===== config.mk =====
export PLATFORM = sky130hd
export DESIGN_NAME = dot_timer_flat
export DESIGN_NICKNAME = d
export VERILOG_FILES = /design/src/lcd_pkg.sv /design/src/lcd_ctrl_if.sv /design/src/dot_timer.sv /design/src/flat_wrapper.sv
export SDC_FILE = /design/constraint.sdc
export NUM_CORES = 1
export LEC_CHECK = 0
export ABC_AREA = 1
export BUFFER_PORTS_ARGS = -buffer_cell sky130_fd_sc_hd__buf_4
export CAP_MARGIN = 20
export CORE_UTILIZATION = 48
export CTS_CLUSTER_SIZE = 30
export DETAILED_ROUTE_END_ITERATION = 10
export HOLD_SLACK_MARGIN = 0.06
export PLACE_DENSITY = 0.9
export SYNTH_ARGS = -nofsm -noshare
export SYNTH_HDL_FRONTEND = slang
export SYNTH_SLANG_ARGS = --single-unit

===== constraint.sdc =====
create_clock -name clock -period 3.57 [get_ports clock]
set_input_delay 0.5355 -clock clock [delete_from_list [all_inputs] [get_ports clock]]
set_output_delay 0.5355 -clock clock [all_outputs]
set_load 0.005 [all_outputs]

===== src/lcd_pkg.sv =====
package lcd_pkg;

	////////////////////////////////////////
	// Raster timing, in dots and lines
	////////////////////////////////////////
	localparam int DOTS_PER_LINE = 456;
	localparam int LINES_PER_FRAME = 154;
	localparam int VISIBLE_LINES = 144;
	localparam int SCREEN_WIDTH = 160;
	// Mode 2 and mode 3 lengths
	localparam int OAM_DOTS = 80;
	localparam int TRANSFER_DOTS = 172;

	// Tiles fetched per line, one more than the screen for fine scroll
	localparam int TILE_COLUMNS = 21;
	// VRAM offsets of the two tile maps
	localparam logic [12:0] MAP_BASE_LOW = 13'h1800;
	localparam logic [12:0] MAP_BASE_HIGH = 13'h1C00;
	// Tile 0 for signed tile numbers
	localparam logic [12:0] TILE_BASE_SIGNED = 13'h1000;

	////////////////////////////////////////
	// CPU bus map
	////////////////////////////////////////
	localparam logic [15:0] ADDR_LCDC = 16'hFF40;
	localparam logic [15:0] ADDR_STAT = 16'hFF41;
	localparam logic [15:0] ADDR_SCY = 16'hFF42;
	localparam logic [15:0] ADDR_SCX = 16'hFF43;
	localparam logic [15:0] ADDR_LY = 16'hFF44;
	localparam logic [15:0] ADDR_LYC = 16'hFF45;
	localparam logic [15:0] ADDR_BGP = 16'hFF47;
	localparam logic [15:0] VRAM_BASE = 16'h8000;
	localparam logic [15:0] VRAM_END = 16'h9FFF;

	// STAT mode field encoding
	typedef enum logic [1:0] {
		MODE_HBLANK = 2'd0,
		MODE_VBLANK = 2'd1,
		MODE_OAM = 2'd2,
		MODE_TRANSFER = 2'd3
	} lcd_mode_t;

	// Background fetch and pixel output
	typedef enum logic [2:0] {
		RS_IDLE,
		RS_MAP,
		RS_TILE_LOW,
		RS_TILE_HIGH,
		RS_ROW_WRITE,
		RS_OUT_WAIT,
		RS_OUT_READ,
		RS_OUT_EMIT
	} render_state_t;

endpackage

===== src/lcd_ctrl_if.sv =====
`timescale 1ns/1ps

// Register settings fanned out from the register file
interface lcd_ctrl_if;
	// LCDC bit 7
	logic lcd_on;
	// LCDC bit 0
	logic bg_enable;
	// LCDC bit 4, unsigned tile data at 0x8000
	logic tile_data_sel;
	// LCDC bit 3, tile map at 0x9C00
	logic map_sel;
	logic [7:0] scx;
	logic [7:0] scy;
	logic [7:0] bgp;
	logic [7:0] lyc;
	// STAT bits 6 to 3: LYC, OAM, vblank, hblank
	logic [3:0] stat_irq_enable;

	modport source (
		output lcd_on, bg_enable, tile_data_sel, map_sel,
		output scx, scy, bgp, lyc, stat_irq_enable
	);

	modport sink (
		input lcd_on, bg_enable, tile_data_sel, map_sel,
		input scx, scy, bgp, lyc, stat_irq_enable
	);
endinterface



===== src/dot_timer.sv =====
`timescale 1ns/1ps

module dot_timer
	import lcd_pkg::*;
#(
	parameter int DOT_DIVIDE = 8
) (
	input logic clock,
	input logic reset,
	lcd_ctrl_if.sink ctrl,
	output logic [8:0] dot_count,
	output logic [7:0] line_count,
	output logic hsync,
	output logic vsync
);

	localparam int DIV_WIDTH = (DOT_DIVIDE > 1) ? $clog2(DOT_DIVIDE) : 1;

	logic [DIV_WIDTH-1:0] div_count;
	logic dot_tick;

	// One dot every DOT_DIVIDE clocks
	assign dot_tick = (div_count == DIV_WIDTH'(DOT_DIVIDE - 1));

	always_ff @(posedge clock) begin
		// Display off parks the raster at the top left
		if (reset || !ctrl.lcd_on) begin
			div_count <= '0;
			dot_count <= 9'd0;
			line_count <= 8'd0;
		end else begin
			div_count <= dot_tick ? '0 : div_count + 1'b1;
			if (dot_tick) begin
				if (dot_count == 9'(DOTS_PER_LINE - 1)) begin
					dot_count <= 9'd0;
					// Line wraps after the last vblank line
					if (line_count == 8'(LINES_PER_FRAME - 1)) begin
						line_count <= 8'd0;
					end else begin
						line_count <= line_count + 8'd1;
					end
				end else begin
					dot_count <= dot_count + 9'd1;
				end
			end
		end
	end

	// Sync after the visible part of the line
	assign hsync = dot_count > 9'(OAM_DOTS + TRANSFER_DOTS + SCREEN_WIDTH);
	assign vsync = line_count > 8'(VISIBLE_LINES);

	assert property (@(posedge clock) disable iff (reset)
		(dot_count < 9'(DOTS_PER_LINE)) && (line_count < 8'(LINES_PER_FRAME)))
		else $error("raster counter past its wrap value");

endmodule


===== src/flat_wrapper.sv =====
// flat-port wrapper written by rule: the top's interface ports become plain ports
module dot_timer_flat import lcd_pkg::*;
#(
	parameter int DOT_DIVIDE = 8
)
  (clock, reset, dot_count, line_count, hsync, vsync, ctrl_lcd_on, ctrl_bg_enable, ctrl_tile_data_sel, ctrl_map_sel, ctrl_scx, ctrl_scy, ctrl_bgp, ctrl_lyc, ctrl_stat_irq_enable);
  lcd_ctrl_if ctrl_i ();
  input logic clock;
  input logic reset;
  output logic [8:0] dot_count;
  output logic [7:0] line_count;
  output logic hsync;
  output logic vsync;
  input wire logic [$bits(ctrl_i.lcd_on)-1:0] ctrl_lcd_on;
  input wire logic [$bits(ctrl_i.bg_enable)-1:0] ctrl_bg_enable;
  input wire logic [$bits(ctrl_i.tile_data_sel)-1:0] ctrl_tile_data_sel;
  input wire logic [$bits(ctrl_i.map_sel)-1:0] ctrl_map_sel;
  input wire logic [$bits(ctrl_i.scx)-1:0] ctrl_scx;
  input wire logic [$bits(ctrl_i.scy)-1:0] ctrl_scy;
  input wire logic [$bits(ctrl_i.bgp)-1:0] ctrl_bgp;
  input wire logic [$bits(ctrl_i.lyc)-1:0] ctrl_lyc;
  input wire logic [$bits(ctrl_i.stat_irq_enable)-1:0] ctrl_stat_irq_enable;
  assign ctrl_i.lcd_on = ctrl_lcd_on;
  assign ctrl_i.bg_enable = ctrl_bg_enable;
  assign ctrl_i.tile_data_sel = ctrl_tile_data_sel;
  assign ctrl_i.map_sel = ctrl_map_sel;
  assign ctrl_i.scx = ctrl_scx;
  assign ctrl_i.scy = ctrl_scy;
  assign ctrl_i.bgp = ctrl_bgp;
  assign ctrl_i.lyc = ctrl_lyc;
  assign ctrl_i.stat_irq_enable = ctrl_stat_irq_enable;
  dot_timer #(.DOT_DIVIDE(DOT_DIVIDE)) u_core (.clock(clock), .reset(reset), .ctrl(ctrl_i), .dot_count(dot_count), .line_count(line_count), .hsync(hsync), .vsync(vsync));
endmodule

# After elaboration in Yosys (flattened, before gate mapping)
# Index checks and enable logic that the tools add are counted.
# op_classes
n_addsub	3
n_lt_le_gt_ge	2
n_eq_ne	3
mux	2
reduce_logical	4
# ops
op	count
adder 9 x 1 -> 9 bit, second input constant	1
== test 9 bit, second input constant	1
> comparator 9 bit, second input constant	1
2-to-1 mux 9 bit	1
adder 8 x 1 -> 8 bit, second input constant	1
== test 8 bit, second input constant	1
> comparator 8 bit, second input constant	1
2-to-1 mux 8 bit	1
adder 3 x 1 -> 3 bit, second input constant	1
== test 3 bit, second input constant	1
AND reduction 2 bit	1
OR reduction 2 bit	1
logical NOT 1 bit	1
logical OR 1 bit	1
# totals
register_bits	20
inputBits	42
out_inout_bits	19
elab_cells	17

# Logic depth before layout (Yosys ltp)
# logic_depth
ltp_word	3
depth_mapped	9
mapped_depth_nobuf	9

# Worst setup path after synthesis
# Ideal clock, no wire load.
# synth_timing
path_type	register to output
start	register u_core.dot_count[0]
end	output hsync
arrival_ns	1.126
t_required_ns	3.034
path_slack_ns	1.909
path_stages_with_launch	5
path_buffers	0
path_cell_list	dfxtp_1 inv_1 ha_1 or3_1 a21oi_1
# synth_via
elab_chain_cells	1
# synth_rtl
element	line	source
start: declaration	dot_timer.sv:11	output logic [8:0] dot_count,
start signal: assignment	dot_timer.sv:43	dot_count <= dot_count + 9'd1;
> comparator 9 bit	dot_timer.sv:50	assign hsync = dot_count > 9'(OAM_DOTS + TRANSFER_DOTS + SCREEN_WIDTH);
end: declaration	flat_wrapper.sv:12	output logic hsync;
# No other way between the ends.

# Final worst setup path
# Ends and elaborated chain as after synthesis.

==> flow_summary.toml <==
[setup_path]
critical_setup_path_kind = "reg -> out"
critPathRequiredTime_ns = 3.03
worstRegToRegCells = 8
critical_path_capture_point_type = "output port"
timing.critical_path.fanout_max = 5
max_stage_delay_ns = 0.40
crit-reg2reg-launch = "u_core.div_count[0]$_SDFF_PP0_"
reg2reg_slack_ns = 1.94
crit_path_start = "u_core.dot_count[0]$_SDFFE_PP0P_"
worstSetupStartpointType = "flip-flop"
cells_traversed_along_the_worst_timing_path = "inv_1 -> ha_1 -> or3_1 -> a21oi_1 -> buf_4"
critPathCapture = "hsync"
worst_path_max_delay_cell = "sky130_fd_sc_hd__dfxtp_1"
worst_r2r_endpoint = "u_core.dot_count[8]$_SDFFE_PP0P_"
crit_arrival_ns = 1.61

[placement]
number_of_input_and_output_port_buffers_inserted = 21
hpwl_um = 1780
detailed_place.area_mm2 = 0.00135
routabilityCongestion = 0.823
placedCellCount = 222

[clock_tree]
clock-sinks = 20
insertion_delay_to_the_later_sink_of_the_worst_skew_pair_ns = 0.30
post-cts-setup-buffers = 0
cts_resized = 0
clk_path_buf_depth = 2
cts_tree = "yes"
path_clk_slew_ns = 0.09
cts-htree-levels = 1
cts_hold_buffers = 0
ctsRootBufferMaster = "sky130_fd_sc_hd__clkbuf_4"
cts_inserted_buffers = 3

[logic_synthesis]
netlist.top_cell.by_area = "sky130_fd_sc_hd__dfxtp_1"
postSynth.topFlopCell = "sky130_fd_sc_hd__dfxtp_1"
synth_top_family_by_area = "simple AND/OR/NAND/NOR gates"
yosys-top-cells-count = "sky130_fd_sc_hd__nand2_1 (52), sky130_fd_sc_hd__inv_1 (28), sky130_fd_sc_hd__dfxtp_1 (20), sky130_fd_sc_hd__nor2_1 (20), sky130_fd_sc_hd__nand3_1 (12)"
synth.cell_area_mm2 = 0.00116
synth_cells = 175
proportion_of_netlist_area_held_by_the_largest_area_contributor_pct = 34.4
area_share_of_xor_xnor_cells_in_the_synthesized_design_pct = 1.50
ys_top_cells_by_area = "sky130_fd_sc_hd__dfxtp_1 (34%), sky130_fd_sc_hd__nand2_1 (17%), sky130_fd_sc_hd__inv_1 (9.0%)"
syn_nets = 224
sequential_area_share_after_synthesis_pct = 34.4
synth_warnings = 0
synth_most_common_cell = "sky130_fd_sc_hd__nand2_1"
synth_area_per_cell_um2 = 6.66
synth_enable_flop_cells = 0
async_flop_share_pct = 0
yosys.area_share.simple_pct = 42.3
synthAdderAreaFrac_pct = 7.52
number_of_distinct_library_cell_variants_in_the_gate_level_netlist_after_synthesis = 20
ys_seq_elements = 20
post_synth_mux_area_share_pct = 0
synth_compound_gate_area_share_pct = 3.87

[global_routing]
gr-total-overflow = 0
grt_usage_pct = 20.5
global_route_wire_length_before_repair_um = 4050
grt_pass1_vias = 995
antenna_found_initial = 0
grt_start_max_net_pins = 13

[sta]
layout_worst_path_cycle_share_pct = 60.0
setup_tns_ns = 0
tightest_slew_ns = 0.591
max_clock_freq_mhz = 467
period_needed_ns = 2.14
final_setup_viols = 0
fin_worst_skew_ns = 0.0123
slew_viols_final = 0
slew_headroom_pct = 60.5
grt_setup_unrepaired = "no"
final-hold-violation-count = 0

[detailed_routing]
drt_pass1_iterations = 4
maxUsedRoutingLayer = "met4"
routed_wl_um = 2370
dr.first_iter.drc_count = 32
met3RoutedLength_um = 119
routed-via-count = 1091
detail_route.wirelength.met1_um = 1070
detail_route.vias_per_cell = 4.85
wl_met2_um = 1140
postRouteAntennaNets = 0
remaining_drc_errors = 0
wl_per_cell_um = 10.5

[layout]
area_growth_pct = 17.4
n_antenna_cell = 0
stdcell_count = 225
layout-drive-gt1-share_pct = 17.3
stdcell_area_mm2 = 0.00137
final_nets = 248
final_core_utilization_pct = 60.7

[floorplanning]
floorplan.die.height_um = 51.3
starting_density_pct = 51.7
pin_count = 61
chipWidth_um = 51.3
floorplan.rows = 17
design.die.area_mm2 = 0.00263
core_mm2 = 0.00225

[run]
drv_cap = 0

[outcome]
run_status = "complete, no violations"

[power]
irDropWorstVdd_mv = 0.192
power_per_cell_area_mw_per_mm2 = 251
power.leakage_nw = 0.627
total_power_mw = 0.344

[min_path]
holdCritPathClass = "reg -> reg"
cells_on_worst_hold_path = 1
[stage by stage]
stage               setup WS [ns]  hold WS, ns
detailed placement           1.75        0.420
CTS                          1.41        0.434
finish                       1.43        0.434
global placement             1.76        0.415
global route                 1.30        0.459
floorplan                    1.91        0.399
[cell usage in the layout (no fill, tap or decap)]
cell type	n
sky130_fd_sc_hd__a21oi_1	7
sky130_fd_sc_hd__buf_4	21
sky130_fd_sc_hd__clkbuf_4	3
sky130_fd_sc_hd__dfxtp_1	20
sky130_fd_sc_hd__ha_1	7
sky130_fd_sc_hd__inv_1	28
sky130_fd_sc_hd__inv_2	1
sky130_fd_sc_hd__nand2_1	52
sky130_fd_sc_hd__nand2_2	2
sky130_fd_sc_hd__nand2_4	1
sky130_fd_sc_hd__nand3_1	12
sky130_fd_sc_hd__nand3_4	1
sky130_fd_sc_hd__nand4_1	7
sky130_fd_sc_hd__nor2_1	20
sky130_fd_sc_hd__nor2_2	2
sky130_fd_sc_hd__nor2_4	3
sky130_fd_sc_hd__nor3_1	5
sky130_fd_sc_hd__o21ai_0	2
sky130_fd_sc_hd__or3_1	1
sky130_fd_sc_hd__xor2_1	2
[worst min path at each step]
stage | start | to | slack (ns)
after floorplan | u_core.div_count[0]$_SDFF_PP0_ | u_core.div_count[0]$_SDFF_PP0_ | 0.40
after global placement | u_core.div_count[0]$_SDFF_PP0_ | u_core.div_count[0]$_SDFF_PP0_ | 0.42
after detailed placement | u_core.div_count[0]$_SDFF_PP0_ | u_core.div_count[0]$_SDFF_PP0_ | 0.42
after CTS | u_core.div_count[0]$_SDFF_PP0_ | u_core.div_count[0]$_SDFF_PP0_ | 0.43
after global routing | u_core.div_count[0]$_SDFF_PP0_ | u_core.div_count[0]$_SDFF_PP0_ | 0.46
final | u_core.div_count[0]$_SDFF_PP0_ | u_core.div_count[0]$_SDFF_PP0_ | 0.43
[layer usage]
| metal | global-route usage (%) | vias to the layer above |
|---|---|---|
| met5 | 0 | - |
| met1 | 23.7 | 470 |
| met3 | 5.36 | 4 |
| met2 | 37.1 | 27 |
| li1 | - | 590 |
| met4 | 5.41 | 0 |
[final cells by class]
cell class / instances / area, um2
Fill cell: 238 / 887
Tap cell: 28 / 35.0
Timing Repair Buffer: 21 / 158
Multi-Input combinational cell: 124 / 643
Sequential cell: 20 / 400
Inverter: 29 / 109
Clock buffer: 3 / 22.5
[sequential cells by signal, indices dropped and copies added, names as in the netlist]
register and count:
u_core.line_count 8, u_core.dot_count 9, u_core.div_count 3
[report_power, final]
group	switching (mW)	internal, mW
Clock	0.0656	0.0394
Combinational	0.00884	0.00528
Sequential	0.000530	0.224
Total	0.0750	0.269
[critical path: cells and delay by family, from the launching register on]
family / cells / cell delay (ns)
buffers and inverters: 2 / 0.21
DFF: 1 / 0.40
and+or+nand+nor: 1 / 0.37
adders and majority gates: 1 / 0.20
AOI/OAI and AO/OA: 1 / 0.14
[cells by family after synthesis]
logic type	Yosys count
and+or+nand+nor	106
buffers and inverters	31
DFF	20
AOI/OAI and AO/OA	9
adders and majority gates	7
xor gates and xnor gates	2
(Power assumes the default switching activity.)
