<file path="src/lcd_pkg.sv">
package lcd_pkg;

	////////////////////////////////////////
	// Raster timing, in dots and lines
	////////////////////////////////////////
	localparam int DOTS_PER_LINE = 456;
	localparam int LINES_PER_FRAME = 154;
	localparam int VISIBLE_LINES = 144;
	localparam int SCREEN_WIDTH = 160;
	// Mode 2 and mode 3 lengths
	localparam int OAM_DOTS = 80;
	localparam int TRANSFER_DOTS = 172;

	// Tiles fetched per line, one more than the screen for fine scroll
	localparam int TILE_COLUMNS = 21;
	// VRAM offsets of the two tile maps
	localparam logic [12:0] MAP_BASE_LOW = 13'h1800;
	localparam logic [12:0] MAP_BASE_HIGH = 13'h1C00;
	// Tile 0 for signed tile numbers
	localparam logic [12:0] TILE_BASE_SIGNED = 13'h1000;

	////////////////////////////////////////
	// CPU bus map
	////////////////////////////////////////
	localparam logic [15:0] ADDR_LCDC = 16'hFF40;
	localparam logic [15:0] ADDR_STAT = 16'hFF41;
	localparam logic [15:0] ADDR_SCY = 16'hFF42;
	localparam logic [15:0] ADDR_SCX = 16'hFF43;
	localparam logic [15:0] ADDR_LY = 16'hFF44;
	localparam logic [15:0] ADDR_LYC = 16'hFF45;
	localparam logic [15:0] ADDR_BGP = 16'hFF47;
	localparam logic [15:0] VRAM_BASE = 16'h8000;
	localparam logic [15:0] VRAM_END = 16'h9FFF;

	// STAT mode field encoding
	typedef enum logic [1:0] {
		MODE_HBLANK = 2'd0,
		MODE_VBLANK = 2'd1,
		MODE_OAM = 2'd2,
		MODE_TRANSFER = 2'd3
	} lcd_mode_t;

	// Background fetch and pixel output
	typedef enum logic [2:0] {
		RS_IDLE,
		RS_MAP,
		RS_TILE_LOW,
		RS_TILE_HIGH,
		RS_ROW_WRITE,
		RS_OUT_WAIT,
		RS_OUT_READ,
		RS_OUT_EMIT
	} render_state_t;

endpackage
</file>
<file path="src/lcd_ctrl_if.sv">
`timescale 1ns/1ps

// Register settings fanned out from the register file
interface lcd_ctrl_if;
	// LCDC bit 7
	logic lcd_on;
	// LCDC bit 0
	logic bg_enable;
	// LCDC bit 4, unsigned tile data at 0x8000
	logic tile_data_sel;
	// LCDC bit 3, tile map at 0x9C00
	logic map_sel;
	logic [7:0] scx;
	logic [7:0] scy;
	logic [7:0] bgp;
	logic [7:0] lyc;
	// STAT bits 6 to 3: LYC, OAM, vblank, hblank
	logic [3:0] stat_irq_enable;

	modport source (
		output lcd_on, bg_enable, tile_data_sel, map_sel,
		output scx, scy, bgp, lyc, stat_irq_enable
	);

	modport sink (
		input lcd_on, bg_enable, tile_data_sel, map_sel,
		input scx, scy, bgp, lyc, stat_irq_enable
	);
endinterface


</file>
<file path="src/lcd_registers.sv">
`timescale 1ns/1ps

module lcd_registers
	import lcd_pkg::*;
(
	input logic clock,
	input logic reset,
	input logic mem_enable,
	input logic rd_n,
	input logic wr_n,
	input logic [15:0] addr,
	input logic [7:0] wdata,
	input logic [7:0] vram_rdata,
	input lcd_mode_t mode,
	input logic [7:0] line_count,
	output logic [7:0] rdata,
	lcd_ctrl_if.source ctrl
);

	logic [7:0] lcdc;
	logic [7:0] scy;
	logic [7:0] scx;
	logic [7:0] lyc;
	logic [7:0] bgp;
	// STAT bits 7 to 3, the only writable part
	logic [4:0] stat_w;
	logic [7:0] stat;
	logic cpu_read;
	logic cpu_write;
	logic vram_hit;
	logic vram_sel;
	logic [7:0] reg_rdata;

	assign vram_hit = (addr >= VRAM_BASE) && (addr <= VRAM_END);
	assign cpu_read = mem_enable && !rd_n;
	// Read strobe wins over write
	assign cpu_write = mem_enable && !wr_n && rd_n;

	// Coincidence flag and mode are live
	assign stat = {stat_w, line_count == lyc, mode};

	////////////////////////////////////////
	// Register writes
	////////////////////////////////////////
	always_ff @(posedge clock) begin
		if (reset) begin
			lcdc <= 8'h00;
			stat_w <= 5'd0;
			scy <= 8'h00;
			scx <= 8'h00;
			lyc <= 8'h00;
			bgp <= 8'hFC;
		end else if (cpu_write) begin
			case (addr)
				ADDR_LCDC: lcdc <= wdata;
				ADDR_STAT: stat_w <= wdata[7:3];
				ADDR_SCY: scy <= wdata;
				ADDR_SCX: scx <= wdata;
				ADDR_LYC: lyc <= wdata;
				ADDR_BGP: bgp <= wdata;
				default: ;
			endcase
		end
	end

	////////////////////////////////////////
	// Read mux, captured on the read strobe
	////////////////////////////////////////
	always_ff @(posedge clock) begin
		if (reset) begin
			vram_sel <= 1'b0;
			reg_rdata <= 8'hFF;
		end else if (cpu_read) begin
			vram_sel <= vram_hit;
			case (addr)
				ADDR_LCDC: reg_rdata <= lcdc;
				ADDR_STAT: reg_rdata <= stat;
				ADDR_SCY: reg_rdata <= scy;
				ADDR_SCX: reg_rdata <= scx;
				ADDR_LY: reg_rdata <= line_count;
				ADDR_LYC: reg_rdata <= lyc;
				ADDR_BGP: reg_rdata <= bgp;
				// Unmapped reads float high
				default: reg_rdata <= 8'hFF;
			endcase
		end
	end

	// VRAM byte is registered inside the RAM and held until its next read
	assign rdata = vram_sel ? vram_rdata : reg_rdata;

	// LCDC fields
	assign ctrl.lcd_on = lcdc[7];
	assign ctrl.tile_data_sel = lcdc[4];
	assign ctrl.map_sel = lcdc[3];
	assign ctrl.bg_enable = lcdc[0];
	assign ctrl.scx = scx;
	assign ctrl.scy = scy;
	assign ctrl.bgp = bgp;
	assign ctrl.lyc = lyc;
	assign ctrl.stat_irq_enable = stat_w[3:0];

	// Bus master never drives both strobes
	assert property (@(posedge clock) disable iff (reset)
		mem_enable |-> !(!rd_n && !wr_n))
		else $error("read and write strobed together");

endmodule

</file>
<file path="src/flat_wrapper.sv">
// flat-port wrapper written by rule: the top's interface ports become plain ports
module lcd_registers_flat import lcd_pkg::*;
  (clock, reset, mem_enable, rd_n, wr_n, addr, wdata, vram_rdata, mode, line_count, rdata, ctrl_lcd_on, ctrl_bg_enable, ctrl_tile_data_sel, ctrl_map_sel, ctrl_scx, ctrl_scy, ctrl_bgp, ctrl_lyc, ctrl_stat_irq_enable);
  lcd_ctrl_if ctrl_i ();
  input logic clock;
  input logic reset;
  input logic mem_enable;
  input logic rd_n;
  input logic wr_n;
  input logic [15:0] addr;
  input logic [7:0] wdata;
  input logic [7:0] vram_rdata;
  input lcd_mode_t mode;
  input logic [7:0] line_count;
  output logic [7:0] rdata;
  output wire logic [$bits(ctrl_i.lcd_on)-1:0] ctrl_lcd_on;
  output wire logic [$bits(ctrl_i.bg_enable)-1:0] ctrl_bg_enable;
  output wire logic [$bits(ctrl_i.tile_data_sel)-1:0] ctrl_tile_data_sel;
  output wire logic [$bits(ctrl_i.map_sel)-1:0] ctrl_map_sel;
  output wire logic [$bits(ctrl_i.scx)-1:0] ctrl_scx;
  output wire logic [$bits(ctrl_i.scy)-1:0] ctrl_scy;
  output wire logic [$bits(ctrl_i.bgp)-1:0] ctrl_bgp;
  output wire logic [$bits(ctrl_i.lyc)-1:0] ctrl_lyc;
  output wire logic [$bits(ctrl_i.stat_irq_enable)-1:0] ctrl_stat_irq_enable;
  assign ctrl_lcd_on = ctrl_i.lcd_on;
  assign ctrl_bg_enable = ctrl_i.bg_enable;
  assign ctrl_tile_data_sel = ctrl_i.tile_data_sel;
  assign ctrl_map_sel = ctrl_i.map_sel;
  assign ctrl_scx = ctrl_i.scx;
  assign ctrl_scy = ctrl_i.scy;
  assign ctrl_bgp = ctrl_i.bgp;
  assign ctrl_lyc = ctrl_i.lyc;
  assign ctrl_stat_irq_enable = ctrl_i.stat_irq_enable;
  lcd_registers u_core (.clock(clock), .reset(reset), .mem_enable(mem_enable), .rd_n(rd_n), .wr_n(wr_n), .addr(addr), .wdata(wdata), .vram_rdata(vram_rdata), .mode(mode), .line_count(line_count), .rdata(rdata), .ctrl(ctrl_i));
endmodule
</file>
<file path="config.mk">
export PLATFORM = sky130hd
export DESIGN_NAME = lcd_registers_flat
export DESIGN_NICKNAME = d
export VERILOG_FILES = /design/src/lcd_pkg.sv /design/src/lcd_ctrl_if.sv /design/src/lcd_registers.sv /design/src/flat_wrapper.sv
export SDC_FILE = /design/constraint.sdc
export NUM_CORES = 1
export LEC_CHECK = 0
export ABC_AREA = 1
export BUFFER_PORTS_ARGS = -buffer_cell sky130_fd_sc_hd__buf_2
export CORE_MARGIN = 1.5
export CORE_UTILIZATION = 47
export DETAILED_ROUTE_END_ITERATION = 8
export GPL_TIMING_DRIVEN = 0
export PLACE_DENSITY = 0.76
export SETUP_SLACK_MARGIN = 0.1
export SLEW_MARGIN = 40
export SYNTH_ARGS = -nofsm -noshare
export SYNTH_HDL_FRONTEND = slang
export SYNTH_SLANG_ARGS = --single-unit
</file>
<file path="constraint.sdc">
create_clock -name clock -period 1.35 [get_ports clock]
set_clock_uncertainty 0.05 [all_clocks]
set_input_delay 0.27 -clock clock [delete_from_list [all_inputs] [get_ports clock]]
set_output_delay 0.27 -clock clock [all_outputs]
set_load 0.01 [all_outputs]
</file>
After elaboration in Yosys (flattened, before gate mapping)
Index checks and enable logic that the tools add are counted.
- register bits: 54
- output and inout bits: 48
- input bits: 47
- logic and storage cells: 32
- eq/ne operators: 8
- reductions and logical operators: 12
- mux-type cells: 2
- $lt $le $gt $ge: 2
- operators with widths (operator ; count):
    $eq 16x16->1 const B ; 7
    $pmux 8 s7 ; 1
    $ge 16x16->1 const B ; 1
    $le 16x16->1 const B ; 1
    $reduce_and 2->1 ; 6
    $eq 8x8->1 ; 1
    $mux 8 ; 1
    $logic_and 1x1->1 ; 4
    $logic_not 1->1 ; 2

Longest topological paths before layout
- depth after elaboration: 4
- mapped depth: 12
- gate-level depth less buffers: 11

Least setup slack after synthesis
No wires, ideal clock.
- kind: input-to-reg
- start point: input port addr[6]
- end point: register u_core.reg_rdata[4]
- required time: 1.185 ns
- path slack: -0.047 ns
- stages on the path: 11
- library setup time: 0.115 ns
- path buffers: 0
- arrival: 1.232 ns
- cells stage by stage: inv_1 -> nor2_4 -> nand2_8 -> nor2_4 -> nand2_1 -> nand2_2 -> nor2_2 -> nand2_8 -> nand3_2 -> nand2_1 -> nand2_1
- cells in the longest elaborated chain, start to end: 2
- ends and longest elaborated chain (element ; line ; source):
    start: declaration ; flat_wrapper.sv:10 ; input logic [15:0] addr;
    $eq 16x16->1 ; lcd_registers.sv:75 ; case (addr)
    $pmux 8 s7 * ; lcd_registers.sv:75 ;
    end signal: assignment ; lcd_registers.sv:76 ; ADDR_LCDC: reg_rdata <= lcdc;
    end signal: assignment ; lcd_registers.sv:77 ; ADDR_STAT: reg_rdata <= stat;
    end signal: assignment ; lcd_registers.sv:78 ; ADDR_SCY: reg_rdata <= scy;
    end: declaration ; lcd_registers.sv:32 ; logic [7:0] reg_rdata;
Mark *: on every way between the ends. The rest lies on a longest branch, timed or not.
A chain may end at the register's enable or synchronous reset.

Worst setup path in the final report
- start point: register u_core.vram_sel
- end point: output port rdata[2]
- cells in the longest elaborated chain, start to end: 1
- ends and longest elaborated chain (element ; line ; source):
    start: declaration ; lcd_registers.sv:31 ; logic vram_sel;
    start signal: assignment ; lcd_registers.sv:74 ; vram_sel <= vram_hit;
    $mux 8 ; lcd_registers.sv:90 ; assign rdata = vram_sel ? vram_rdata : reg_rdata;
    end: declaration ; flat_wrapper.sv:15 ; output logic [7:0] rdata;
Every way passes these cells.

==> summary.txt <==
Hold Crit Class: input port to register
Gate power share: 0.160
Sw Ratio: 0.278
Via count: 4175
Number of DRC markers in iteration 0: 553
Final setup viols: 10
Critical path type: register to primary output
Average wire per standard cell: 21.7 um
Max Fclk: 630 MHz
Global route overflow: 0
Syn. warnings: 0
Largest net degree at the start of global routing: 17
Layout Cells excl Fill: 683
Vias per inst: 6.11
Critical-path top delay cell: dfxtp_4
Synth cell types: 26
Syn nets: 507
CTS tree: built
Fillers: 339
Cell count after synthesis: 460
CTS max path bufs: 2
Total GRT Usage: 0.284
Clock power frac: 0.334
Layout cells sized above 1: 0.607
Cells after DPL: 631
Fin crit period: 1.59 ns
Clock sinks: 54
Max-slew violations: 0
RSZ-0062 raised after global routing: yes
Core area: 6460 um^2
Die width: 85.5 um
Crit path max fanout: 5
Antenna violations before repair: 0
Final period util: 1.18
CTS Hold Bufs: 0
Failing checks: DRC, setup timing
RePlAce Congestion: 0.927
Global-route wire length before repair: 16.3 mm
N_diodes: 0
CTS Buf Count: 5
Fin area: 5340 um^2
# rows: 29
Post-synthesis sequential area ratio: 0.338
Status: finished with violations
Routed Antenna Nets: 0
Total wire length: 14.8 mm
Total negative slack: -2.02 ns
Max cap viols: 0
Setup WS post-layout: -0.238 ns
Reg power frac: 0.505
Initial DRT Pass Iterations: 8
Final Hold Violating Endpoints: 0
Power per Cell Area: 597 nW/um^2
Highest ir drop seen on vdd: 747 uV
Critical path, cell by cell: buf_8, mux2_4, buf_6
WP data required: 1.03 ns
Root Buffer: clkbuf_8
Clock-pin slew of the registers on the worst-case setup and hold paths: 0.11 ns
IO buf count: 94
Clk_lat worst skew: 0.34 ns
Cell Area, Placed: 3810 um^2
Worst slew margin: 0.538
Leak pwr: 0.00238 uW
Ports: 95
Initial Util: 0.496
Avg Inst Size Synth: 6.96 um^2
HPWL after DPL: 7.09 mm
Yosys reg bits: 54
Register Area: 1110 um^2
Least-Margin Pin Slew: 0.692 ns
Final nets: 652
CP endpoint kind: primary output
Cell internal pwr: 2300 uW
Die height: 85.5 um
DRC: 9
Cell area after synthesis: 3200 um^2
Max incr delay on CP: 0.38 ns
Crit path DAT: 1.27 ns
CP Launch Type: register
Die area: 7320 um^2
Psw: 887 uW
H-tree levels: 2
Number of global-route vias before repair: 3317
Area grow syn2layout: 66.9%
Multi-input combinational cell area: 2440 um^2
==> metrics by stage <==
| stage | utilization | power (uW) | setup WS, ns | hold slack, ns |
|---|---|---|---|---|
| 2_1_floorplan | - | 1830 | -0.0327 | 0.315 |
| 3_3_place_gp | 0.590 | 1980 | -0.321 | 0.393 |
| 3_5_place_dp | 0.590 | 1990 | -0.345 | 0.400 |
| 4_1_cts | 0.678 | 3070 | -0.216 | 0.125 |
| 5_1_grt | 0.827 | 3270 | -0.263 | 0.191 |
| 6_report | 0.827 | 3190 | -0.238 | 0.162 |
==> placed cells by master (no fill, tap or decap), types with 13 or more instances in the layout <==
cell	instances
buf_6	30
buf_4	25
nor2_4	23
dfxtp_1	39
nand3_1	29
o21ai_0	13
nand3_2	35
inv_1	39
a21oi_2	19
nand2_1	60
nand2_2	40
buf_2	76
nor2_1	14
a21oi_1	28
==> final timing paths <==
check                                      to                        startpoint  slack [ns]  cells after the start
max                                  rdata[2]      u_core.vram_sel$_SDFFE_PP0P_       -0.24                      3
min          u_core.reg_rdata[0]$_SDFFE_PP1P_                             reset        0.16                      3
max reg2reg  u_core.reg_rdata[2]$_SDFFE_PP1P_   u_core.ctrl.lyc[5]$_SDFFE_PP0P_       -0.09                     10
min reg2reg  u_core.reg_rdata[5]$_SDFFE_PP1P_  u_core.reg_rdata[5]$_SDFFE_PP1P_        0.43                      2
==> state kept, by name, indices dropped and copies added, names as in the netlist <==
signal            count
u_core.stat_w         5
u_core.vram_sel       1
u_core.reg_rdata      8
u_core.ctrl.scx       8
u_core.ctrl.lyc       8
u_core.ctrl.bgp       8
u_core.ctrl.scy       8
u_core.lcdc           8
==> synth_stat cells, drive strengths merged <==
library cell / count / area [um^2]
dfxtp: 54 / 1080
a21oi: 47 / 243
o21ai: 34 / 178
inv: 55 / 206
buf: 15 / 138
mux2: 8 / 90.1
nand3: 71 / 403
nor2: 53 / 329
clkbuf: 6 / 22.5
clkinv: 1 / 3.75
nor3: 1 / 16.3
nand2: 115 / 492
==> worst max-delay path: cells and delay by family, from the launching register on <==
family / cells / cell delay (ns)
DFF: 1 / 0.38
muxes: 1 / 0.31
buffers and inverters: 2 / 0.24
==> cell type report <==
class | count | share of cell area
flip-flops and latches | 54 | 0.207
multi-input cells | 329 | 0.456
clock buffers | 7 | 0.0180
repair buffers | 138 | 0.212
well taps | 77 | 0.0180
plain buffers | 21 | 0.0412
inverters | 56 | 0.0457
clock inverters | 1 | 0.00164
==> cells by family after synthesis <==
group | after synthesis | synth area share
AOI/OAI and AO/OA | 81 | 0.131
and+or+nand+nor | 240 | 0.387
DFF | 54 | 0.338
muxes | 8 | 0.0281
buffers and inverters | 77 | 0.116
==> per-layer routing <==
| metal | up-vias | GRT usage | routed length, um |
|---|---|---|---|
| met2 | 394 | 0.465 | 6660 |
| met3 | 141 | 0.0395 | 1640 |
| met5 | - | 0 | 0 |
| met1 | 1864 | 0.383 | 5240 |
| met4 | 0 | 0.101 | 1270 |
| li1 | 1776 | - | - |
==> what timing repair did <==
action                     in CTS  in global routing
pin swaps                      28                 80
setup endpoints to repair      47                 54
gates cloned                    2                  8
resized for setup              64                208
setup buffers                  21                 13
==> power by group through the flow <==
stage          logic, uW  registers (uW)  clock network [uW]
2_1_floorplan        181            1650                   0
3_3_place_gp         331            1650                   0
3_5_place_dp         339            1650                   0
4_1_cts              423            1620                1030
5_1_grt              537            1610                1120
6_report             512            1610                1070
(Power assumes the default switching activity.)
