<file path="src/lcd_pkg.sv">
package lcd_pkg;

	////////////////////////////////////////
	// Raster timing, in dots and lines
	////////////////////////////////////////
	localparam int DOTS_PER_LINE = 456;
	localparam int LINES_PER_FRAME = 154;
	localparam int VISIBLE_LINES = 144;
	localparam int SCREEN_WIDTH = 160;
	// Mode 2 and mode 3 lengths
	localparam int OAM_DOTS = 80;
	localparam int TRANSFER_DOTS = 172;

	// Tiles fetched per line, one more than the screen for fine scroll
	localparam int TILE_COLUMNS = 21;
	// VRAM offsets of the two tile maps
	localparam logic [12:0] MAP_BASE_LOW = 13'h1800;
	localparam logic [12:0] MAP_BASE_HIGH = 13'h1C00;
	// Tile 0 for signed tile numbers
	localparam logic [12:0] TILE_BASE_SIGNED = 13'h1000;

	////////////////////////////////////////
	// CPU bus map
	////////////////////////////////////////
	localparam logic [15:0] ADDR_LCDC = 16'hFF40;
	localparam logic [15:0] ADDR_STAT = 16'hFF41;
	localparam logic [15:0] ADDR_SCY = 16'hFF42;
	localparam logic [15:0] ADDR_SCX = 16'hFF43;
	localparam logic [15:0] ADDR_LY = 16'hFF44;
	localparam logic [15:0] ADDR_LYC = 16'hFF45;
	localparam logic [15:0] ADDR_BGP = 16'hFF47;
	localparam logic [15:0] VRAM_BASE = 16'h8000;
	localparam logic [15:0] VRAM_END = 16'h9FFF;

	// STAT mode field encoding
	typedef enum logic [1:0] {
		MODE_HBLANK = 2'd0,
		MODE_VBLANK = 2'd1,
		MODE_OAM = 2'd2,
		MODE_TRANSFER = 2'd3
	} lcd_mode_t;

	// Background fetch and pixel output
	typedef enum logic [2:0] {
		RS_IDLE,
		RS_MAP,
		RS_TILE_LOW,
		RS_TILE_HIGH,
		RS_ROW_WRITE,
		RS_OUT_WAIT,
		RS_OUT_READ,
		RS_OUT_EMIT
	} render_state_t;

endpackage
</file>
<file path="src/lcd_ctrl_if.sv">
`timescale 1ns/1ps

// Register settings fanned out from the register file
interface lcd_ctrl_if;
	// LCDC bit 7
	logic lcd_on;
	// LCDC bit 0
	logic bg_enable;
	// LCDC bit 4, unsigned tile data at 0x8000
	logic tile_data_sel;
	// LCDC bit 3, tile map at 0x9C00
	logic map_sel;
	logic [7:0] scx;
	logic [7:0] scy;
	logic [7:0] bgp;
	logic [7:0] lyc;
	// STAT bits 6 to 3: LYC, OAM, vblank, hblank
	logic [3:0] stat_irq_enable;

	modport source (
		output lcd_on, bg_enable, tile_data_sel, map_sel,
		output scx, scy, bgp, lyc, stat_irq_enable
	);

	modport sink (
		input lcd_on, bg_enable, tile_data_sel, map_sel,
		input scx, scy, bgp, lyc, stat_irq_enable
	);
endinterface


</file>
<file path="src/mode_control.sv">
`timescale 1ns/1ps

module mode_control
	import lcd_pkg::*;
(
	input logic clock,
	input logic reset,
	lcd_ctrl_if.sink ctrl,
	input logic [8:0] dot_count,
	input logic [7:0] line_count,
	input logic int_vblank_ack,
	input logic int_lcdc_ack,
	output lcd_mode_t mode,
	output logic int_vblank_req,
	output logic int_lcdc_req
);

	lcd_mode_t next_mode;
	logic mode_change;
	logic entry_enabled;
	logic lyc_now;
	logic lyc_seen;

	// Mode from the raster position
	always_comb begin
		if (!ctrl.lcd_on) begin
			next_mode = MODE_HBLANK;
		end else if (line_count >= 8'(VISIBLE_LINES)) begin
			next_mode = MODE_VBLANK;
		end else if (dot_count < 9'(OAM_DOTS)) begin
			next_mode = MODE_OAM;
		end else if (dot_count < 9'(OAM_DOTS + TRANSFER_DOTS)) begin
			next_mode = MODE_TRANSFER;
		end else begin
			next_mode = MODE_HBLANK;
		end
	end

	assign mode_change = ctrl.lcd_on && (next_mode != mode);

	// STAT enable for the mode being entered, mode 3 has none
	always_comb begin
		case (next_mode)
			MODE_HBLANK: entry_enabled = ctrl.stat_irq_enable[0];
			MODE_VBLANK: entry_enabled = ctrl.stat_irq_enable[1];
			MODE_OAM: entry_enabled = ctrl.stat_irq_enable[2];
			default: entry_enabled = 1'b0;
		endcase
	end

	// LYC match at the first dot of the line
	assign lyc_now = ctrl.lcd_on && (dot_count == 9'd0) && (line_count == ctrl.lyc);

	always_ff @(posedge clock) begin
		if (reset) begin
			mode <= MODE_HBLANK;
			lyc_seen <= 1'b0;
			int_vblank_req <= 1'b0;
			int_lcdc_req <= 1'b0;
		end else begin
			mode <= next_mode;
			// Dot 0 lasts several clocks, fire once
			lyc_seen <= lyc_now;

			if (mode_change && (next_mode == MODE_VBLANK)) begin
				int_vblank_req <= 1'b1;
			end else if (int_vblank_ack) begin
				int_vblank_req <= 1'b0;
			end

			if ((mode_change && entry_enabled) ||
				(lyc_now && !lyc_seen && ctrl.stat_irq_enable[3])) begin
				int_lcdc_req <= 1'b1;
			end else if (int_lcdc_ack) begin
				int_lcdc_req <= 1'b0;
			end
		end
	end

endmodule

</file>
<file path="src/flat_wrapper.sv">
// flat-port wrapper written by rule: the top's interface ports become plain ports
module mode_control_flat import lcd_pkg::*;
  (clock, reset, dot_count, line_count, int_vblank_ack, int_lcdc_ack, mode, int_vblank_req, int_lcdc_req, ctrl_lcd_on, ctrl_bg_enable, ctrl_tile_data_sel, ctrl_map_sel, ctrl_scx, ctrl_scy, ctrl_bgp, ctrl_lyc, ctrl_stat_irq_enable);
  lcd_ctrl_if ctrl_i ();
  input logic clock;
  input logic reset;
  input logic [8:0] dot_count;
  input logic [7:0] line_count;
  input logic int_vblank_ack;
  input logic int_lcdc_ack;
  output lcd_mode_t mode;
  output logic int_vblank_req;
  output logic int_lcdc_req;
  input wire logic [$bits(ctrl_i.lcd_on)-1:0] ctrl_lcd_on;
  input wire logic [$bits(ctrl_i.bg_enable)-1:0] ctrl_bg_enable;
  input wire logic [$bits(ctrl_i.tile_data_sel)-1:0] ctrl_tile_data_sel;
  input wire logic [$bits(ctrl_i.map_sel)-1:0] ctrl_map_sel;
  input wire logic [$bits(ctrl_i.scx)-1:0] ctrl_scx;
  input wire logic [$bits(ctrl_i.scy)-1:0] ctrl_scy;
  input wire logic [$bits(ctrl_i.bgp)-1:0] ctrl_bgp;
  input wire logic [$bits(ctrl_i.lyc)-1:0] ctrl_lyc;
  input wire logic [$bits(ctrl_i.stat_irq_enable)-1:0] ctrl_stat_irq_enable;
  assign ctrl_i.lcd_on = ctrl_lcd_on;
  assign ctrl_i.bg_enable = ctrl_bg_enable;
  assign ctrl_i.tile_data_sel = ctrl_tile_data_sel;
  assign ctrl_i.map_sel = ctrl_map_sel;
  assign ctrl_i.scx = ctrl_scx;
  assign ctrl_i.scy = ctrl_scy;
  assign ctrl_i.bgp = ctrl_bgp;
  assign ctrl_i.lyc = ctrl_lyc;
  assign ctrl_i.stat_irq_enable = ctrl_stat_irq_enable;
  mode_control u_core (.clock(clock), .reset(reset), .ctrl(ctrl_i), .dot_count(dot_count), .line_count(line_count), .int_vblank_ack(int_vblank_ack), .int_lcdc_ack(int_lcdc_ack), .mode(mode), .int_vblank_req(int_vblank_req), .int_lcdc_req(int_lcdc_req));
endmodule
</file>
<file path="config.mk">
export PLATFORM = sky130hd
export DESIGN_NAME = mode_control_flat
export DESIGN_NICKNAME = d
export VERILOG_FILES = /design/src/lcd_pkg.sv /design/src/lcd_ctrl_if.sv /design/src/mode_control.sv /design/src/flat_wrapper.sv
export SDC_FILE = /design/constraint.sdc
export NUM_CORES = 1
export LEC_CHECK = 0
export ABC_AREA = 1
export BUFFER_PORTS_ARGS = -buffer_cell sky130_fd_sc_hd__buf_2
export CAP_MARGIN = 20
export CORE_UTILIZATION = 33
export CTS_BUF_LIST = sky130_fd_sc_hd__clkbuf_2
export CTS_CLUSTER_SIZE = 28
export DETAILED_ROUTE_END_ITERATION = 6
export MAX_ROUTING_LAYER = met4
export PLACE_DENSITY_LB_ADDON = 0.08
export SYNTH_ARGS = -nofsm -noshare
export SYNTH_HDL_FRONTEND = slang
export SYNTH_SLANG_ARGS = --single-unit
export TNS_END_PERCENT = 20
</file>
<file path="constraint.sdc">
create_clock -name clock -period 1.1 [get_ports clock]
set_input_delay 0.11 -clock clock [delete_from_list [all_inputs] [get_ports clock]]
set_output_delay 0.11 -clock clock [all_outputs]
set_load 0.05 [all_outputs]
</file>
-- Yosys cells after proc, flatten, opt, wreduce, memory -nomap -nowiden
Index checks and enable logic that the tools add are counted.
- bits in registers: 5
- output and inout bits: 4
- word-level logic and storage cells: 33
- order comparisons: 3
- equal/unequal tests: 4
- muxes and demuxes: 9
- reduce and logical (&&, ||, !) cells: 13
- operators with widths (cell ; count):
    9-bit zero test ; 1
    9-bit by 7-bit less-than comparator with 1-bit output, second input constant ; 1
    9-bit by 8-bit less-than comparator with 1-bit output, second input constant ; 1
    8-bit == test ; 1
    8-bit >= comparator, second input constant ; 1
    2-bit 2-to-1 mux ; 4
    1-bit logical AND ; 7
    1-bit 2-to-1 mux ; 4
    2-bit nonzero test ; 2
    1-bit one-hot mux with 3 select lines ; 1
    2-bit by 1-bit == test with 1-bit output, second input constant ; 1
    2-bit == test, second input constant ; 1
    2-bit zero test ; 1
    2-bit inequality test ; 1
    1-bit zero test ; 1
    1-bit logical OR ; 1

-- Logic depth before layout (Yosys ltp)
Gate-level depths: netlist (run 1).
- depth in word-level cells: 10
- gate-level depth with buffers: 11
- depth with buffers taken out: 11

-- Worst setup path after synthesis (run 1)
Ideal clock, no wire load.
- kind: flip-flop to flip-flop
- start point: reg u_core.mode[1]
- end point: reg u_core.int_lcdc_req
- data arrival time: 1.050 ns
- data required time: 0.985 ns
- path slack: -0.065 ns
- stages on the path, launching flop included: 7
- path buffers: 0
- period minus slack after synthesis: 1.165 ns
- cell sequence: dfxtp_1 -> nand3b_1 -> nand2_1 -> inv_2 -> nand2_2 -> nand3_1 -> a21oi_2
- word-level cells in the longest chain between the ends: 5
- ends and longest elaborated chain (item ; line ; text):
    from (decl) ; mode_control.sv:13 ; output lcd_mode_t mode,
    from (signal assigned) ; mode_control.sv:61 ; mode <= next_mode;
    2-bit inequality test (*) ; mode_control.sv:39 ; assign mode_change = ctrl.lcd_on && (next_mode != mode);
    1-bit logical AND (*) ; mode_control.sv:39 ;
    1-bit logical AND (*) ; mode_control.sv:71 ; if ((mode_change && entry_enabled) ||
    1-bit logical OR (*) ; mode_control.sv:71 ;
    1-bit 2-to-1 mux / 2-bit nonzero test (equally long branches) ; - ;
    to (signal assigned) ; mode_control.sv:59 ; int_lcdc_req <= 1'b0;
    to (signal assigned) ; mode_control.sv:73 ; int_lcdc_req <= 1'b1;
    to (signal assigned) ; mode_control.sv:75 ; int_lcdc_req <= 1'b0;
    to (decl) ; mode_control.sv:15 ; output logic int_lcdc_req
Every way passes the cells marked *; elsewhere a longest branch is shown, timed or not.
A chain may end at the register's enable or synchronous reset.

-- Final worst setup path (run 1)
- start point: in dot_count[4]
- end point: reg u_core.int_lcdc_req
- word-level cells in the longest chain between the ends: 10
- ends and longest elaborated chain (item ; line ; text):
    from (decl) ; flat_wrapper.sv:7 ; input logic [8:0] dot_count;
    9-bit by 8-bit less-than comparator with 1-bit output ; mode_control.sv:32 ; end else if (dot_count < 9'(OAM_DOTS + TRANSFER_DOTS)) begin
    2-bit 2-to-1 mux ; mode_control.sv:32 ;
    2-bit 2-to-1 mux ; mode_control.sv:30 ; end else if (dot_count < 9'(OAM_DOTS)) begin
    2-bit 2-to-1 mux ; mode_control.sv:28 ; end else if (line_count >= 8'(VISIBLE_LINES)) begin
    2-bit 2-to-1 mux ; mode_control.sv:26 ; if (!ctrl.lcd_on) begin
    2-bit == test, or another cell as far along ; mode_control.sv:43 ; case (next_mode)
    1-bit one-hot mux with 3 select lines / 1-bit logical AND (equally long branches) ; mode_control.sv:43, mode_control.sv:39 ;
    1-bit logical AND ; mode_control.sv:71 ;
    1-bit logical OR (*) ; mode_control.sv:71 ;
    1-bit 2-to-1 mux / 2-bit nonzero test (equally long branches) ; - ;
Marks and branches as above.

==> metrics.yaml, run 1 <==
hold_path:
  worst_hold_path.endpoint: "u_core.int_lcdc_req$_SDFFE_PP0P_"
  holdCritPathClass: "primary input to register"
  min_from: "reset"
  hold_depth: 2
cells_and_area:
  nets: 206
  final_util_pct: 54.19
  finalNonFillerCells: 160
  diodes: 0
  finalInstanceArea_sq_um: 825.8
  drive_above_1_share_pct: 45.83
  area_delta_synth_final_pct: 50.34
critical_path:
  cp_data_required_time_ns: 1.26
  cp.arrival_ns: 1.11
  startpoint_type: "primary input"
  reg2reg_slack_ns: 0.19
  r2r_cells: 6
  crit_type: "primary input to register"
  timing.rr.end: "u_core.int_lcdc_req$_SDFFE_PP0P_"
  timing.rr.start: "u_core.mode[1]$_SDFF_PP0_"
  endpoint_kind: "register"
  critical_path.max_fanout: 2
placed_design:
  dpl.cell_count: 156
  gp_congestion: 0.7625
  dpl_cell_area_sq_um: 802.0
  hpwl_microns: 1180
  port_buffers: 37
global_routing:
  grt_pass1_wl_microns: 2159
  grt_max_degree: 6
  overflow: 0
  grt_use_total_pct: 16.34
  antenna_found_initial: 0
  grt_pass1_vias: 598
power_and_ir_drop:
  ir_drop_mv: 0.6393
  p_clk_share_pct: 29.2
  power_density_nw_per_um2: 748.7
  p_leak_nw: 0.4921
  p_seq_share_pct: 31.1
  internal_power_uw: 395.4
  power_frac_comb_pct: 39.8
  swShare_pct: 36.04
  p_sw_uw: 222.9
drt:
  wl_microns: 1325
  vias_per_cell: 4.381
  vias: 701
  drcViolationCount: 0
  dr.pass1.iters: 4
  first_iter_violations: 5
  drtAntennaViolNets: 0
  wire_per_inst_microns: 8.281
timing:
  max_freq_mhz: 1057
  skew_ns: 0.00007126
  hold_viol: 0
  rsz0062_at_grt: "no"
  final_max_slew_viol_count: 0
  fin_tns_setup_ns: 0
  tightest_slew_ns: 0.2281
  slew_headroom_pct: 84.68
  fin_crit_ns: 0.9458
  finalCritPeriodShare_pct: 85.99
  setup_viol: 0
synth:
  synthDistinctLibCells: 19
  yosys_warnings: 0
  syn_inst: 97
  ys_ff_latch: 5
  synth_top_area_share_pct: 20.50
  synth.area.top_cells: "nand2_1 (21%), dfxtp_1 (18%), inv_1 (12%), nor2_1 (8.9%), a21oi_2 (4.8%)"
  synth_nets: 158
  avgSynthCellArea_sq_um: 5.663
  yosysSeqAreaShare_pct: 18.22
  synth.cell_area_sq_um: 549.3
  synth_top_area_cell: "nand2_1"
cts:
  clk-insertion-delay-late_ns: 0.22
  htreeDepth: 1
  root_buffer: "clkbuf_2"
  clock_path_buffers: 2
  cts_num_sinks: 5
  cts_buffers: 3
  postCtsSetupBuffers: 0
  post_cts_resized: 0
  cts_hold_buffers: 0
  clkTransAtPathRegs_ns: 0.06
  tritoncts: "yes"
run_status:
  status: "finished, final reports clean"
floorplan:
  initial_core_util_pct: 36.04
  die_width_microns: 42.80
  die_area_sq_um: 1831
  rows: 14
  io_pins: 65
  dieHeight_microns: 42.80
  coreArea_sq_um: 1524
flow_run:
  max-cap-violations: 0
==> worst max-delay path by stage <==
stage	to	slack [ns]	startpoint
after CTS	u_core.int_lcdc_req$_SDFFE_PP0P_	0.17	dot_count[2]
after global routing	u_core.int_lcdc_req$_SDFFE_PP0P_	0.01	line_count[6]
after floorplan	u_core.int_lcdc_req$_SDFFE_PP0P_	0.11	u_core.mode[1]$_SDFF_PP0_
after global placement	u_core.int_lcdc_req$_SDFFE_PP0P_	-0.07	dot_count[6]
after detailed placement	u_core.int_lcdc_req$_SDFFE_PP0P_	-0.07	dot_count[2]
final	u_core.int_lcdc_req$_SDFFE_PP0P_	0.15	dot_count[4]
==> routing by layer <==
metal | vias up | routed length [microns] | GRT usage, %
met5 | - | 0 | -
met1 | 297 | 540 | 15.94
met3 | 0 | 79 | 7.660
met4 | 0 | 0 | 1.875
li1 | 384 | - | -
met2 | 20 | 705 | 30.00
==> synth_stat cells <==
cell type  number
dfxtp_1         5
or2_4           1
a21oi_1         3
nor2_1         13
nand2_1        30
inv_2           3
nand3_1         4
nor2_2          3
xnor2_1         1
inv_1          17
nand3b_1        3
xor2_1          2
nand4_1         1
o21ai_0         1
nor4_4          1
o22ai_1         1
nor2_4          1
a21oi_2         3
nand2_2         4
==> cells in the final DEF (no fill, tap or decap), drive strengths merged, types with 2 or more instances in the layout <==
cell type / count
clkbuf: 4
nand2: 34
xor2: 2
dfxtp: 5
nor2: 17
buf: 43
nand3: 4
inv: 20
nand3b: 3
a21oi: 6
==> critical path, cell delays in order <==
cell,delay [ns]
buf_2,0.10
inv_1,0.04
nand2_1,0.09
nand2_1,0.12
nand2_1,0.06
nand2_1,0.05
nor2_1,0.03
nor2_1,0.13
nand3_1,0.09
nand2_1,0.06
nand3_1,0.09
a21oi_2,0.12
==> sequential cells by signal (all words and copies together), names as in the netlist <==
register	cells
u_core.int_lcdc_req	1
u_core.int_vblank_req	1
u_core.lyc_seen	1
u_core.mode	2
==> metrics by stage <==
stage | setup WS [ns] | hold WS, ns | power [mW]
5_1_grt | 0.01417 | 0.1025 | 0.6649
3_5_place_dp | -0.07179 | 0.3382 | 0.4410
6_report | 0.1542 | 0.1066 | 0.6183
3_3_place_gp | -0.06882 | 0.3438 | 0.4359
2_1_floorplan | 0.1057 | 0.1724 | 0.3313
4_1_cts | 0.1653 | 0.09650 | 0.6220
==> final cells by class <==
class | instances | area, sq um
sequential | 5 | 102.6
timing repair buffer | 43 | 230.2
clock buffer | 4 | 20.02
multi-input combinational | 72 | 377.9
tap | 16 | 20.02
inverter | 20 | 75.07
fill | 181 | 698.2
==> cells by family (layout without fill, tap and decap cells) <==
kind of cell | count (synthesis) | in the layout | synth area share, %
simple gates | 61 | 61 | 53.76
buf+inv | 20 | 67 | 13.67
compound gates | 8 | 8 | 9.567
flops | 5 | 5 | 18.22
xor+xnor | 3 | 3 | 4.784
==> power by group through the flow <==
stage	sequential [mW]	clock, mW	combinational (mW)
after floorplan	0.220	0	0.111
after global placement	0.196	0	0.240
after detailed placement	0.196	0	0.245
after CTS	0.192	0.184	0.246
after global routing	0.193	0.195	0.277
final	0.192	0.180	0.246
(Power assumes the default switching activity.)
==> run 2, diff against run 1 <==
--- a/config.mk
+++ b/config.mk
@@ -8,7 +8,9 @@
 export ABC_AREA = 1
 export BUFFER_PORTS_ARGS = -buffer_cell sky130_fd_sc_hd__buf_2
 export CAP_MARGIN = 20
-export CORE_UTILIZATION = 33
+export CELL_PAD_IN_SITES_DETAIL_PLACEMENT = 1
+export CELL_PAD_IN_SITES_GLOBAL_PLACEMENT = 2
+export CORE_UTILIZATION = 13
 export CTS_BUF_LIST = sky130_fd_sc_hd__clkbuf_2
 export CTS_CLUSTER_SIZE = 28
 export DETAILED_ROUTE_END_ITERATION = 6
==> run 2 against run 1 <==
Effect of this change:
- power is 0.70% higher
- register-to-register slack hardly changed
- design area is 6.5% higher
- largest cell class unchanged
- final cell count is 23% higher
- non-clock buffer count is 2 higher
- largest power group unchanged
- sequential share of layout area is 0.76 points lower
- count of clock-buffer cells in the layout stayed put
- combinational power is 4% higher
- sequential cell count stayed put
==> metrics.yaml, run 2 (synthesis gave the netlist of run 1 again) <==
run_status:
  status: "finished, final reports clean"
floorplan:
  initial_core_util_pct: 13.63  # -22 points
  die_width_microns: 67  # +57%
  rows: 23  # +9
  dieHeight_microns: 67  # +57%
  coreArea_sq_um: 4029  # +160%
  die_area_sq_um: 4489  # +150%
  io_pins: 65  # unchanged
timing:
  tightest_slew_ns: 0.2579  # +0.02978 ns
  hold_viol: 0  # unchanged
  skew_ns: 0.0002005  # +0.0001293 ns
  fin_crit_ns: 0.9437  # -0.002152 ns
  final_max_slew_viol_count: 0  # unchanged
  setup_viol: 0  # unchanged
  max_freq_mhz: 1060  # +0.23%
  rsz0062_at_grt: "no"
  slew_headroom_pct: 82.75  # -1.9 points
  worst_hold_slack_ns: 0.1159  # +0.009354 ns
  finalCritPeriodShare_pct: 85.79  # -0.20 points
  layout_setup_ws_ns: 0.1563  # +0.002152 ns
critical_path:
  endpoint_kind: "register"
  slowest_delay_ns: 0.22  # +0.09 ns
  crit_type: "primary input to register"
  reg2reg_slack_ns: 0.19  # about the same
  cp_data_required_time_ns: 1.25  # about the same
  slowest_stage: "a21oi_2"
  r2r_cells: 6  # unchanged
  startpoint_type: "primary input"
  crit_buf_inv: 1  # -1
  path_delay_family: "simple AND/OR/NAND/NOR gates"
  timing.rr.start: "u_core.mode[1]$_SDFF_PP0_"
  critical_path.max_fanout: 4  # +2
  crit_path_frequent_cell: "nand2_1"
  cp.arrival_ns: 1.09  # -0.02 ns
  cp_cell_sequence: "buf_2 > nand2_1 > nor2_2 > a21oi_2 > nand2_1 > nand3b_1 > nand2_1 > nand2_2 > nand3_1 > a21oi_1"
  timing.rr.end: "u_core.int_vblank_req$_SDFFE_PP0P_"
hold_path:
  holdCritPathClass: "primary input to register"
  hold_depth: 2  # unchanged
  min_from: "reset"
  worst_hold_path.endpoint: "u_core.int_lcdc_req$_SDFFE_PP0P_"
power_and_ir_drop:
  p_leak_nw: 0.5014  # +1.9%
  p_total_uw: 622.6  # +0.70%
  ir_drop_mv: 0.1647  # -74%
  power_density_nw_per_um2: 707.9  # -5.5%
cts:
  root_buffer: "clkbuf_2"
  cts_hold_buffers: 0  # unchanged
  cts_num_sinks: 5  # unchanged
  clk-insertion-delay-late_ns: 0.21  # about the same
  clock_path_buffers: 2  # unchanged
  post_cts_resized: 0  # unchanged
  cts_buffers: 3  # unchanged
  clkTransAtPathRegs_ns: 0.06  # about the same
  postCtsSetupBuffers: 0  # unchanged
  htreeDepth: 1  # unchanged
  tritoncts: "yes"
cells_and_area:
  area_delta_synth_final_pct: 60.14
  drive_above_1_share_pct: 45.89  # +0.057 points
  final_util_pct: 21.83  # -32 points
  final_cell_mix: "buf_2 (37), nand2_1 (30), inv_1 (17)"
  diodes: 0  # unchanged
  largest_reg_flops: 2  # unchanged
  largest_register: "u_core.mode"
  nets: 208  # +0.97%
  layout_commonest_cell: "buf_2"
  finalNonFillerCells: 196  # +23%
placed_design:
  gp_congestion: 0.7126  # -6.5%
  port_buffers: 37  # unchanged
  hpwl_microns: 1629  # +38%
  post-place-ws_ns: -0.09076  # -0.01897 ns
  dpl.cell_count: 192  # +23%
drt:
  first_iter_violations: 12  # +7
  dr.pass1.iters: 2  # -2
  wl_microns: 1732  # +31%
  drcViolationCount: 0  # unchanged
  drtAntennaViolNets: 0  # unchanged
  vias: 706  # +0.71%
  vias_per_cell: 3.602  # -18%
  wire_per_inst_microns: 8.837  # +6.7%
global_routing:
  grt_pass1_wl_microns: 2973  # +38%
  overflow: 0  # unchanged
  antenna_found_initial: 0  # unchanged
  grt_pass1_vias: 744  # +24%
  grt_max_degree: 6  # unchanged
  grt_use_total_pct: 8.896  # -7.4 points
flow_run:
  max-cap-violations: 0  # unchanged
==> run 2: worst max path at each step <==
stage / endpoint / from / depth (start not counted)
2_1_floorplan: u_core.int_lcdc_req$_SDFFE_PP0P_ / u_core.mode[1]$_SDFF_PP0_ / 6
3_3_place_gp: u_core.int_lcdc_req$_SDFFE_PP0P_ / dot_count[8] / 10
3_5_place_dp: u_core.int_lcdc_req$_SDFFE_PP0P_ / dot_count[4] / 10
4_1_cts: u_core.int_lcdc_req$_SDFFE_PP0P_ / dot_count[4] / 10
5_1_grt: u_core.int_lcdc_req$_SDFFE_PP0P_ / dot_count[6] / 10
6_report: u_core.int_vblank_req$_SDFFE_PP0P_ / dot_count[4] / 10
==> run 2: final cells by class <==
class                           count  area [sq um]
Sequential cell                     5         102.6
Inverter                           20         75.07
Timing Repair Buffer               45         245.2
Tap cell                           50         62.56
Clock buffer                        4         20.02
Fill cell                         550          3149
Multi-Input combinational cell     72         374.1
==> run 2: stage by stage <==
step                      TNS, ns  instance area (sq um)
final                           0                  879.6
after floorplan                 0                  551.8
after CTS                       0                  879.6
after detailed placement  -0.1766                  859.6
after global routing            0                  879.6
after global placement    -0.1697                  859.6
==> run 2: per-layer routing <==
metal	part of all wire (%)	GRT usage [%]	wire [microns]	vias to the layer above
met5	0	-	0	-
met4	0	0.7979	0	0
met3	5.7	2.055	99	0
met2	46	14.75	798	21
met1	48	11.27	834	293
li1	-	-	-	392
==> run 2: report_power, final <==
| part | switching [mW] | total (mW) | internal, mW |
|---|---|---|---|
| clock | 0.0774 | 0.174 | 0.0965 |
| combinational | 0.140 | 0.256 | 0.116 |
| sequential | 0.00422 | 0.193 | 0.189 |
==> run 2: worst register-to-register path, stage by stage, from the launching register on <==
cell and delay (ns):
dfxtp_2 0.33, nand3b_1 0.14, nand2_1 0.09, inv_2 0.04, nand2_2 0.06, nand3_1 0.06
a21oi_1 0.12
